$ cat src/hdl/cpuPkg.sv
package cpuPkg;

	localparam int dataWidth = 16;
	localparam int regCount = 4;
	localparam logic [dataWidth-1:0] resetVector = '0;

	typedef enum logic [3:0] {
		opAdd = 4'h0,
		opSub = 4'h1,
		opAnd = 4'h2,
		opOr  = 4'h3,
		opXor = 4'h4,
		opLdi = 4'h5,
		opLd  = 4'h6,
		opSt  = 4'h7,
		opJmp = 4'h8,
		opJz  = 4'h9,
		opNop = 4'hF
	} opcodeT;

	typedef enum logic [1:0] {
		FETCH   = 2'd0,
		DECODE  = 2'd1,
		EXECUTE = 2'd2,
		COMMIT  = 2'd3
	} phaseT;

	typedef enum logic [2:0] {
		aluAdd   = 3'd0,
		aluSub   = 3'd1,
		aluAnd   = 3'd2,
		aluOr    = 3'd3,
		aluXor   = 3'd4,
		aluPassB = 3'd5
	} aluOpT;

	// single instruction format, msb first
	typedef struct packed {
		opcodeT opcode;
		logic [1:0] rd;
		logic [1:0] rs;
		logic [7:0] imm;
	} instrT;

	typedef struct packed {
		opcodeT opcode;
		logic [1:0] rd;
		logic [1:0] rs;
		logic [7:0] imm;
		logic useImm;
		logic memRead;
		logic memWrite;
		logic regWrite;
		logic jump;
		logic jumpIfZero;
		logic needBus;
	} ctrlT;

endpackage

$ cat src/hdl/busPkg.sv
package busPkg;

	localparam int adrWidth = 16;
	localparam int datWidth = 16;

	// wishbone classic, master side
	typedef struct packed {
		logic cyc;
		logic stb;
		logic we;
		logic [adrWidth-1:0] adr;
		logic [datWidth-1:0] datW;
	} wbMasterT;

	// slave response
	typedef struct packed {
		logic ack;
		logic [datWidth-1:0] datR;
	} wbSlaveT;

endpackage

$ cat src/hdl/phaseSequencer.sv
`timescale 1ns/10ps

module phaseSequencer(
	input logic CLK,
	input logic arstN,
	input logic needBus,
	input logic busDone,
	output cpuPkg::phaseT phase
);

always_ff @(posedge CLK or negedge arstN) begin
	if (!arstN) begin
		phase <= cpuPkg::FETCH;
	end else begin
		case (phase)
			cpuPkg::FETCH: begin
				// hold until the instruction word arrives
				if (busDone) begin
					phase <= cpuPkg::DECODE;
				end
			end
			cpuPkg::DECODE: begin
				phase <= cpuPkg::EXECUTE;
			end
			cpuPkg::EXECUTE: begin
				// loads and stores wait for their bus cycle
				if (!needBus || busDone) begin
					phase <= cpuPkg::COMMIT;
				end
			end
			default: begin
				phase <= cpuPkg::FETCH;
			end
		endcase
	end
end

endmodule

$ cat src/hdl/instructionDecoder.sv
`timescale 1ns/10ps

module instructionDecoder(
	input logic CLK,
	input logic arstN,
	input cpuPkg::phaseT phase,
	input logic busDone,
	input logic [cpuPkg::dataWidth-1:0] fetchData,
	output cpuPkg::ctrlT ctrl,
	output cpuPkg::aluOpT aluOp
);

cpuPkg::instrT instr;

// instruction register, loaded as the fetch completes
always_ff @(posedge CLK or negedge arstN) begin
	if (!arstN) begin
		instr <= '{opcode: cpuPkg::opNop, rd: 2'd0, rs: 2'd0, imm: 8'd0};
	end else if (phase == cpuPkg::FETCH && busDone) begin
		instr <= cpuPkg::instrT'(fetchData);
	end
end

always_comb begin
	ctrl = '0;
	ctrl.opcode = instr.opcode;
	ctrl.rd = instr.rd;
	ctrl.rs = instr.rs;
	ctrl.imm = instr.imm;
	aluOp = cpuPkg::aluPassB;
	case (instr.opcode)
		cpuPkg::opAdd: begin
			aluOp = cpuPkg::aluAdd;
			ctrl.regWrite = 1'b1;
		end
		cpuPkg::opSub: begin
			aluOp = cpuPkg::aluSub;
			ctrl.regWrite = 1'b1;
		end
		cpuPkg::opAnd: begin
			aluOp = cpuPkg::aluAnd;
			ctrl.regWrite = 1'b1;
		end
		cpuPkg::opOr: begin
			aluOp = cpuPkg::aluOr;
			ctrl.regWrite = 1'b1;
		end
		cpuPkg::opXor: begin
			aluOp = cpuPkg::aluXor;
			ctrl.regWrite = 1'b1;
		end
		cpuPkg::opLdi: begin
			// immediate passes straight through the alu
			ctrl.useImm = 1'b1;
			ctrl.regWrite = 1'b1;
		end
		cpuPkg::opLd: begin
			ctrl.memRead = 1'b1;
			ctrl.regWrite = 1'b1;
		end
		cpuPkg::opSt: begin
			ctrl.memWrite = 1'b1;
		end
		cpuPkg::opJmp: begin
			ctrl.jump = 1'b1;
		end
		cpuPkg::opJz: begin
			ctrl.jumpIfZero = 1'b1;
		end
		default: begin
			// nop and unused encodings
			ctrl.opcode = cpuPkg::opNop;
		end
	endcase
	ctrl.needBus = ctrl.memRead | ctrl.memWrite;
end

endmodule

$ cat src/hdl/aluUnit.sv
`timescale 1ns/10ps

module aluUnit(
	input logic CLK,
	input logic arstN,
	input cpuPkg::phaseT phase,
	input cpuPkg::aluOpT aluOp,
	input logic useImm,
	input logic [cpuPkg::dataWidth-1:0] opA,
	input logic [cpuPkg::dataWidth-1:0] opB,
	input logic [7:0] imm,
	output logic [cpuPkg::dataWidth-1:0] result,
	output logic zero
);

logic [cpuPkg::dataWidth-1:0] operandB;
logic [cpuPkg::dataWidth-1:0] aluOut;
logic flagUpdate;

assign operandB = useImm ? {{(cpuPkg::dataWidth-8){1'b0}}, imm} : opB;

always_comb begin
	case (aluOp)
		cpuPkg::aluAdd: aluOut = opA + operandB;
		cpuPkg::aluSub: aluOut = opA - operandB;
		cpuPkg::aluAnd: aluOut = opA & operandB;
		cpuPkg::aluOr: aluOut = opA | operandB;
		cpuPkg::aluXor: aluOut = opA ^ operandB;
		default: aluOut = operandB;
	endcase
end

assign flagUpdate = (phase == cpuPkg::EXECUTE) && (aluOp != cpuPkg::aluPassB);

always_ff @(posedge CLK) begin
	if (phase == cpuPkg::EXECUTE) begin
		result <= aluOut;
	end
end

// zero flag follows alu opcodes only
always_ff @(posedge CLK or negedge arstN) begin
	if (!arstN) begin
		zero <= 1'b0;
	end else if (flagUpdate) begin
		zero <= (aluOut == '0);
	end
end

endmodule

$ cat src/hdl/registerFile.sv
`timescale 1ns/10ps

module registerFile(
	input logic CLK,
	input logic arstN,
	input cpuPkg::phaseT phase,
	input cpuPkg::ctrlT ctrl,
	input logic [cpuPkg::dataWidth-1:0] aluResult,
	input logic [cpuPkg::dataWidth-1:0] loadData,
	output logic [cpuPkg::dataWidth-1:0] rdData,
	output logic [cpuPkg::dataWidth-1:0] rsData
);

logic [cpuPkg::dataWidth-1:0] regs [cpuPkg::regCount];

assign rdData = regs[ctrl.rd];
assign rsData = regs[ctrl.rs];

always_ff @(posedge CLK or negedge arstN) begin
	if (!arstN) begin
		for (int i = 0; i < cpuPkg::regCount; i++) begin
			regs[i] <= '0;
		end
	end else if (phase == cpuPkg::COMMIT && ctrl.regWrite) begin
		// loads take the bus word, everything else the alu result
		regs[ctrl.rd] <= ctrl.memRead ? loadData : aluResult;
	end
end

endmodule

$ cat src/hdl/programCounter.sv
`timescale 1ns/10ps

module programCounter(
	input logic CLK,
	input logic arstN,
	input cpuPkg::phaseT phase,
	input cpuPkg::ctrlT ctrl,
	input logic zero,
	output logic [cpuPkg::dataWidth-1:0] pc
);

logic takeJump;

assign takeJump = ctrl.jump || (ctrl.jumpIfZero && zero);

always_ff @(posedge CLK or negedge arstN) begin
	if (!arstN) begin
		pc <= cpuPkg::resetVector;
	end else if (phase == cpuPkg::COMMIT) begin
		if (takeJump) begin
			// absolute target, zero extended
			pc <= {{(cpuPkg::dataWidth-8){1'b0}}, ctrl.imm};
		end else begin
			pc <= pc + 1'b1;
		end
	end
end

endmodule

$ cat src/hdl/busController.sv
`timescale 1ns/10ps

module busController(
	input logic CLK,
	input logic arstN,
	input cpuPkg::phaseT phase,
	input cpuPkg::ctrlT ctrl,
	input logic [cpuPkg::dataWidth-1:0] pc,
	input logic [cpuPkg::dataWidth-1:0] addr,
	input logic [cpuPkg::dataWidth-1:0] storeData,
	output busPkg::wbMasterT wbM,
	input busPkg::wbSlaveT wbS,
	output logic busDone,
	output logic [cpuPkg::dataWidth-1:0] loadData
);

logic cyc;
logic we;
logic [busPkg::adrWidth-1:0] adr;
logic [busPkg::datWidth-1:0] datW;

assign busDone = cyc & wbS.ack;

always_ff @(posedge CLK or negedge arstN) begin
	if (!arstN) begin
		cyc <= 1'b0;
		we <= 1'b0;
	end else if (cyc) begin
		// close in the clock after ack
		if (wbS.ack) begin
			cyc <= 1'b0;
			we <= 1'b0;
		end
	end else if (phase == cpuPkg::FETCH) begin
		cyc <= 1'b1;
		we <= 1'b0;
	end else if (phase == cpuPkg::EXECUTE && ctrl.needBus) begin
		cyc <= 1'b1;
		we <= ctrl.memWrite;
	end
end

// address and write data frozen while a cycle is open
always_ff @(posedge CLK) begin
	if (!cyc) begin
		adr <= (phase == cpuPkg::FETCH) ? pc : addr;
		datW <= storeData;
	end
end

always_ff @(posedge CLK) begin
	if (busDone) begin
		loadData <= wbS.datR;
	end
end

always_comb begin
	wbM.cyc = cyc;
	wbM.stb = cyc;
	wbM.we = we;
	wbM.adr = adr;
	wbM.datW = datW;
end

endmodule

$ cat src/hdl/core.sv
`timescale 1ns/10ps

module core(
	input logic CLK,
	input logic arstN,
	output busPkg::wbMasterT wbM,
	input busPkg::wbSlaveT wbS,
	output cpuPkg::phaseT phase
);

cpuPkg::ctrlT ctrl;
cpuPkg::aluOpT aluOp;
logic busDone;
logic zero;
logic [cpuPkg::dataWidth-1:0] pc;
logic [cpuPkg::dataWidth-1:0] rdData;
logic [cpuPkg::dataWidth-1:0] rsData;
logic [cpuPkg::dataWidth-1:0] aluResult;
logic [cpuPkg::dataWidth-1:0] loadData;

phaseSequencer phaseSequencerInst(
	.CLK(CLK),
	.arstN(arstN),
	.needBus(ctrl.needBus),
	.busDone(busDone),
	.phase(phase)
);

// instruction word comes straight off the read bus
instructionDecoder instructionDecoderInst(
	.CLK(CLK),
	.arstN(arstN),
	.phase(phase),
	.busDone(busDone),
	.fetchData(wbS.datR),
	.ctrl(ctrl),
	.aluOp(aluOp)
);

aluUnit aluUnitInst(
	.CLK(CLK),
	.arstN(arstN),
	.phase(phase),
	.aluOp(aluOp),
	.useImm(ctrl.useImm),
	.opA(rdData),
	.opB(rsData),
	.imm(ctrl.imm),
	.result(aluResult),
	.zero(zero)
);

registerFile registerFileInst(
	.CLK(CLK),
	.arstN(arstN),
	.phase(phase),
	.ctrl(ctrl),
	.aluResult(aluResult),
	.loadData(loadData),
	.rdData(rdData),
	.rsData(rsData)
);

programCounter programCounterInst(
	.CLK(CLK),
	.arstN(arstN),
	.phase(phase),
	.ctrl(ctrl),
	.zero(zero),
	.pc(pc)
);

// rs holds the memory address, rd the store data
busController busControllerInst(
	.CLK(CLK),
	.arstN(arstN),
	.phase(phase),
	.ctrl(ctrl),
	.pc(pc),
	.addr(rsData),
	.storeData(rdData),
	.wbM(wbM),
	.wbS(wbS),
	.busDone(busDone),
	.loadData(loadData)
);

endmodule

$ cat config.mk
export PLATFORM = sky130hd
export DESIGN_NAME = core
export DESIGN_NICKNAME = d
export VERILOG_FILES = /design/src/hdl/cpuPkg.sv /design/src/hdl/busPkg.sv /design/src/hdl/phaseSequencer.sv /design/src/hdl/instructionDecoder.sv /design/src/hdl/aluUnit.sv /design/src/hdl/registerFile.sv /design/src/hdl/programCounter.sv /design/src/hdl/busController.sv /design/src/hdl/core.sv
export SDC_FILE = /design/constraint.sdc
export NUM_CORES = 1
export LEC_CHECK = 0
export BUFFER_PORTS_ARGS = -buffer_cell sky130_fd_sc_hd__buf_2
export CAP_MARGIN = 15
export CORE_ASPECT_RATIO = 0.75
export CORE_MARGIN = 5
export CORE_UTILIZATION = 65
export CTS_CLUSTER_SIZE = 8
export DETAILED_ROUTE_END_ITERATION = 8
export GPL_TIMING_DRIVEN = 0
export PLACE_DENSITY = 0.95
export SLEW_MARGIN = 30
export SYNTH_ARGS = -nofsm -noshare
export SYNTH_HDL_FRONTEND = slang
export SYNTH_SLANG_ARGS = --single-unit
$ cat constraint.sdc
create_clock -name CLK -period 8.1 [get_ports CLK]
set_clock_uncertainty 0.2 [all_clocks]
set_input_delay 2.025 -clock CLK [delete_from_list [all_inputs] [get_ports CLK]]
set_output_delay 2.025 -clock CLK [all_outputs]
set_load 0.05 [all_outputs]
==> run summary <==
The run finished with clean final reports. The share of the Yosys chip area taken by registers is 0.473. The total inserted antenna cells came out at 0. The share of synthesized flip-flops with an asynchronous set or reset is 0.612. Post-CTS repair changed the size of 0 cells. The number of DRC violations after detailed routing is 0. Counting instances in the post-synthesis netlist gives the leading cell types as sky130_fd_sc_hd__dfrtp_1, sky130_fd_sc_hd__nand2_1, sky130_fd_sc_hd__o21ai_0, sky130_fd_sc_hd__nor2_1, sky130_fd_sc_hd__edfxtp_1.

The HPWL after detailed placement came out at 18300 um. By area the synthesized netlist is led by sky130_fd_sc_hd__dfrtp_1, sky130_fd_sc_hd__edfxtp_1, sky130_fd_sc_hd__mux4_2, sky130_fd_sc_hd__ha_1, sky130_fd_sc_hd__mux2_2. The first global-routing pass estimated 40200 um of wire.

The most used flip-flop cell after synthesis is sky130_fd_sc_hd__dfrtp_1. The total core area is 14400 sq um. The critical path endpoint category is a register.

The max-slew violation count is 0. In the routed layout, each cell is associated on average with a via count of 6.68. The clock net sink count came out at 165. The depth of the CTS H-tree is 4.

The total number of vias is 7623. The shortest clock period the worst path allows after layout is 5840 ps. Summed over all layers, the routed wires come to 26000 um. The average instance in the mapped netlist occupies 11.0 sq um. The top fanout value on the critical path is 10.

The Yosys step of the flow raised 0 warnings. The number of rows in the core area is 38. The synthesized-area fraction occupied by adder cells is 0.0725. The number of cells in the design after placement is 1109. The overall die area came out at 17000 sq um. Setup violations remaining at the end of the flow were counted as 0. Routability-driven placement finished with a final weighted congestion of 0.989. The die height came out at 114 um. In the final timing run, aggregate negative setup slack is 0 ps.

The initial antenna violation count came out at 0. The layout cell share with drive strength beyond 1 is 0.194. The clock tree from TritonCTS is done. The pin slew with the least headroom to its limit came out at 936 ps. The minimum setup slack after placement came out at 2450 ps.

By area, the combinational part of the netlist is dominated by multiplexers. The tree is rooted in a sky130_fd_sc_hd__clkbuf_16. The pin count of the biggest net entering global routing came out at 55. The later-pin clock latency in the skew report came out at 450 ps. The number of enable flip-flop cells after synthesis came out at 64. The largest area contributor in the synthesized netlist is sky130_fd_sc_hd__dfrtp_1. Measured against the total synthesized area, the mux share comes to 0.149. The share of synthesized cell area in and, or, nand and nor gates is 0.105. The register bit total from synthesis came out at 165. The area fraction in compound gates after synthesis is 0.134. The share of synthesized area in the top cell type comes to 0.258. The count of TritonRoute iterations in the first routing pass came out at 7. Across the run, the number of max-cap violations was 0.

The wire length per cell came out at 22.8 um. The maximum clock insertion buffer count is 2. The global-route congestion overflow total came out at 0. The via count of the first global-routing pass came out at 7283. The count of placed standard cells in the final layout, fillers left out is 1141.

The chip width came out at 149 um. The starting utilization of the core area is 0.656. The count of buffers inserted at the top-level ports is 55. The number of hold buffers added after CTS was 0. The total track usage came out at 0.314.

The worst-case headroom to the max-slew limit is 0.376. Setup repair after global routing left no endpoint under its margin. From synthesis to final layout, the design area changed by 11.9%. The critical path is of the register to register type. For this block, the initial DRC count from the detailed router was 1199. Buffers added to address setup during post-CTS repair amount to 0. The post-layout net count came out at 1001. Pin placement for this block handled 56 I/O pins. The post-synthesis share of cell area spent on xor and xnor gates came out at 0.0268. The post-synthesis cell area is 9430 sq um.

The final count of hold timing violations came out at 0. The netlist uses 73 different library cells. TritonCTS created 17 clock buffers. In the synthesized netlist, the number of instances is 853. The maximum achievable frequency is 0.171 GHz. The worst setup path is launched from a register.

sky130_fd_sc_hd__dfrtp_1 is the most common cell in the netlist. The antenna violation net count after detailed routing came out at 0. After clock tree synthesis, the clock-pin slew on the worst setup and hold paths is 70 ps. The worst min-delay path category is register to register. The data required time of the critical path is 8280 ps.

The share of the clock period used by the worst path after layout is 0.720. The worst-case hold slack is 304 ps. The arrival time of data at the critical path endpoint came out at 6010 ps. The worst path meets setup with 2260 ps of slack. The total nets after synthesis is 926.
-- worst paths after layout --
kind,startpoint,endpoint,slack [ps],cells past startpoint
worst max-delay path,instructionDecoderInst.ctrl[16]$_DFFE_PN0P_,aluUnitInst.zero$_DFFE_PN0P_,2260,18
worst min-delay path,registerFileInst.regs[0]$_DFFE_PN0P_,registerFileInst.regs[0]$_DFFE_PN0P_,300,2
worst max register to register,instructionDecoderInst.ctrl[16]$_DFFE_PN0P_,aluUnitInst.zero$_DFFE_PN0P_,2260,18
worst min register to register,registerFileInst.regs[0]$_DFFE_PN0P_,registerFileInst.regs[0]$_DFFE_PN0P_,300,2
max in group asynchronous,arstN,instructionDecoderInst.instr[12]$_DFFE_PN1P_,5680,2
min in group asynchronous,arstN,programCounterInst.pc[15]$_DFFE_PN0P_,1340,1
-- metrics by stage --
step / util / cell area, sq um
detailed placement: 0.695 / 9990
finish: 0.735 / 10600
global route: 0.735 / 10600
global placement: 0.693 / 9950
CTS: 0.734 / 10500
floorplan: - / 9430
-- critical path, cell delays in order (launching register included) --
cell	delay [ps]
sky130_fd_sc_hd__dfrtp_1	320
sky130_fd_sc_hd__clkbuf_1	440
sky130_fd_sc_hd__buf_1	590
sky130_fd_sc_hd__mux4_2	490
sky130_fd_sc_hd__mux2i_2	280
sky130_fd_sc_hd__nand2_1	100
sky130_fd_sc_hd__or4_1	610
sky130_fd_sc_hd__nand2_1	140
sky130_fd_sc_hd__xnor2_1	70
sky130_fd_sc_hd__ha_1	390
sky130_fd_sc_hd__and2_1	190
sky130_fd_sc_hd__a32o_1	270
sky130_fd_sc_hd__or3b_1	390
sky130_fd_sc_hd__a211o_1	320
sky130_fd_sc_hd__a21oi_1	230
sky130_fd_sc_hd__o211ai_1	170
sky130_fd_sc_hd__nor4_1	250
sky130_fd_sc_hd__nand4bb_1	170
sky130_fd_sc_hd__o22ai_2	130
-- area by class of cell --
class                           count  area, sq um
Timing Repair Buffer               56          309
Buffer                             48          210
Inverter                           45          169
Tap cell                          200          250
Fill cell                         944         3810
Sequential cell                   165         4450
Multi-Input combinational cell    595         4610
Clock buffer                       18          429
Clock inverter                     14          119
-- flip-flops by register name, summed over array words and instances, names as in the netlist --
| signal | count |
|---|---|
| registerFileInst.regs | 64 |
| instructionDecoderInst.ctrl | 12 |
| busControllerInst.cyc | 1 |
| phaseSequencerInst.phase | 2 |
| instructionDecoderInst.instr | 4 |
| busControllerInst.loadData | 16 |
| busControllerInst.we | 1 |
| aluUnitInst.result | 16 |
| busControllerInst.adr | 16 |
| programCounterInst.pc | 16 |
| busControllerInst.datW | 16 |
| aluUnitInst.zero | 1 |
-- per-layer routing --
metal  part of all wire  vias to the layer above  wire length, um  track usage
met4              0.025                        0              655       0.0988
met2               0.45                      615            11700        0.490
met5                  0                        -                0            0
li1                   -                     3275                -            -
met1               0.38                     3660             9780        0.434
met3               0.15                       73             3850       0.0902
-- cells in the final DEF, fill, tap and decap left out, drive strengths merged, types with 8 or more instances in the layout --
cell / count
clkbuf: 55
buf: 67
mux4: 32
xor2: 10
mux2: 34
nand3: 17
mux2i: 27
nand2: 91
inv: 51
ha: 53
xnor2: 18
a21oi: 52
nor2: 66
o21ai: 76
edfxtp: 64
a31oi: 8
dfrtp: 97
-- logic make-up (layout without fill, tap and decap cells) --
logic type,after synthesis,after routing
XOR/XNOR,28,28
adder cells (fa/ha/maj),54,54
buffers and inverters,93,181
AND/OR/NAND/NOR,218,218
AO/OA/AOI/OAI,202,202
multiplexers,93,93
flip-flops,165,165
Power is not shown: default switching activity piles up to over one toggle a cycle in this logic, so the estimate is an artifact.
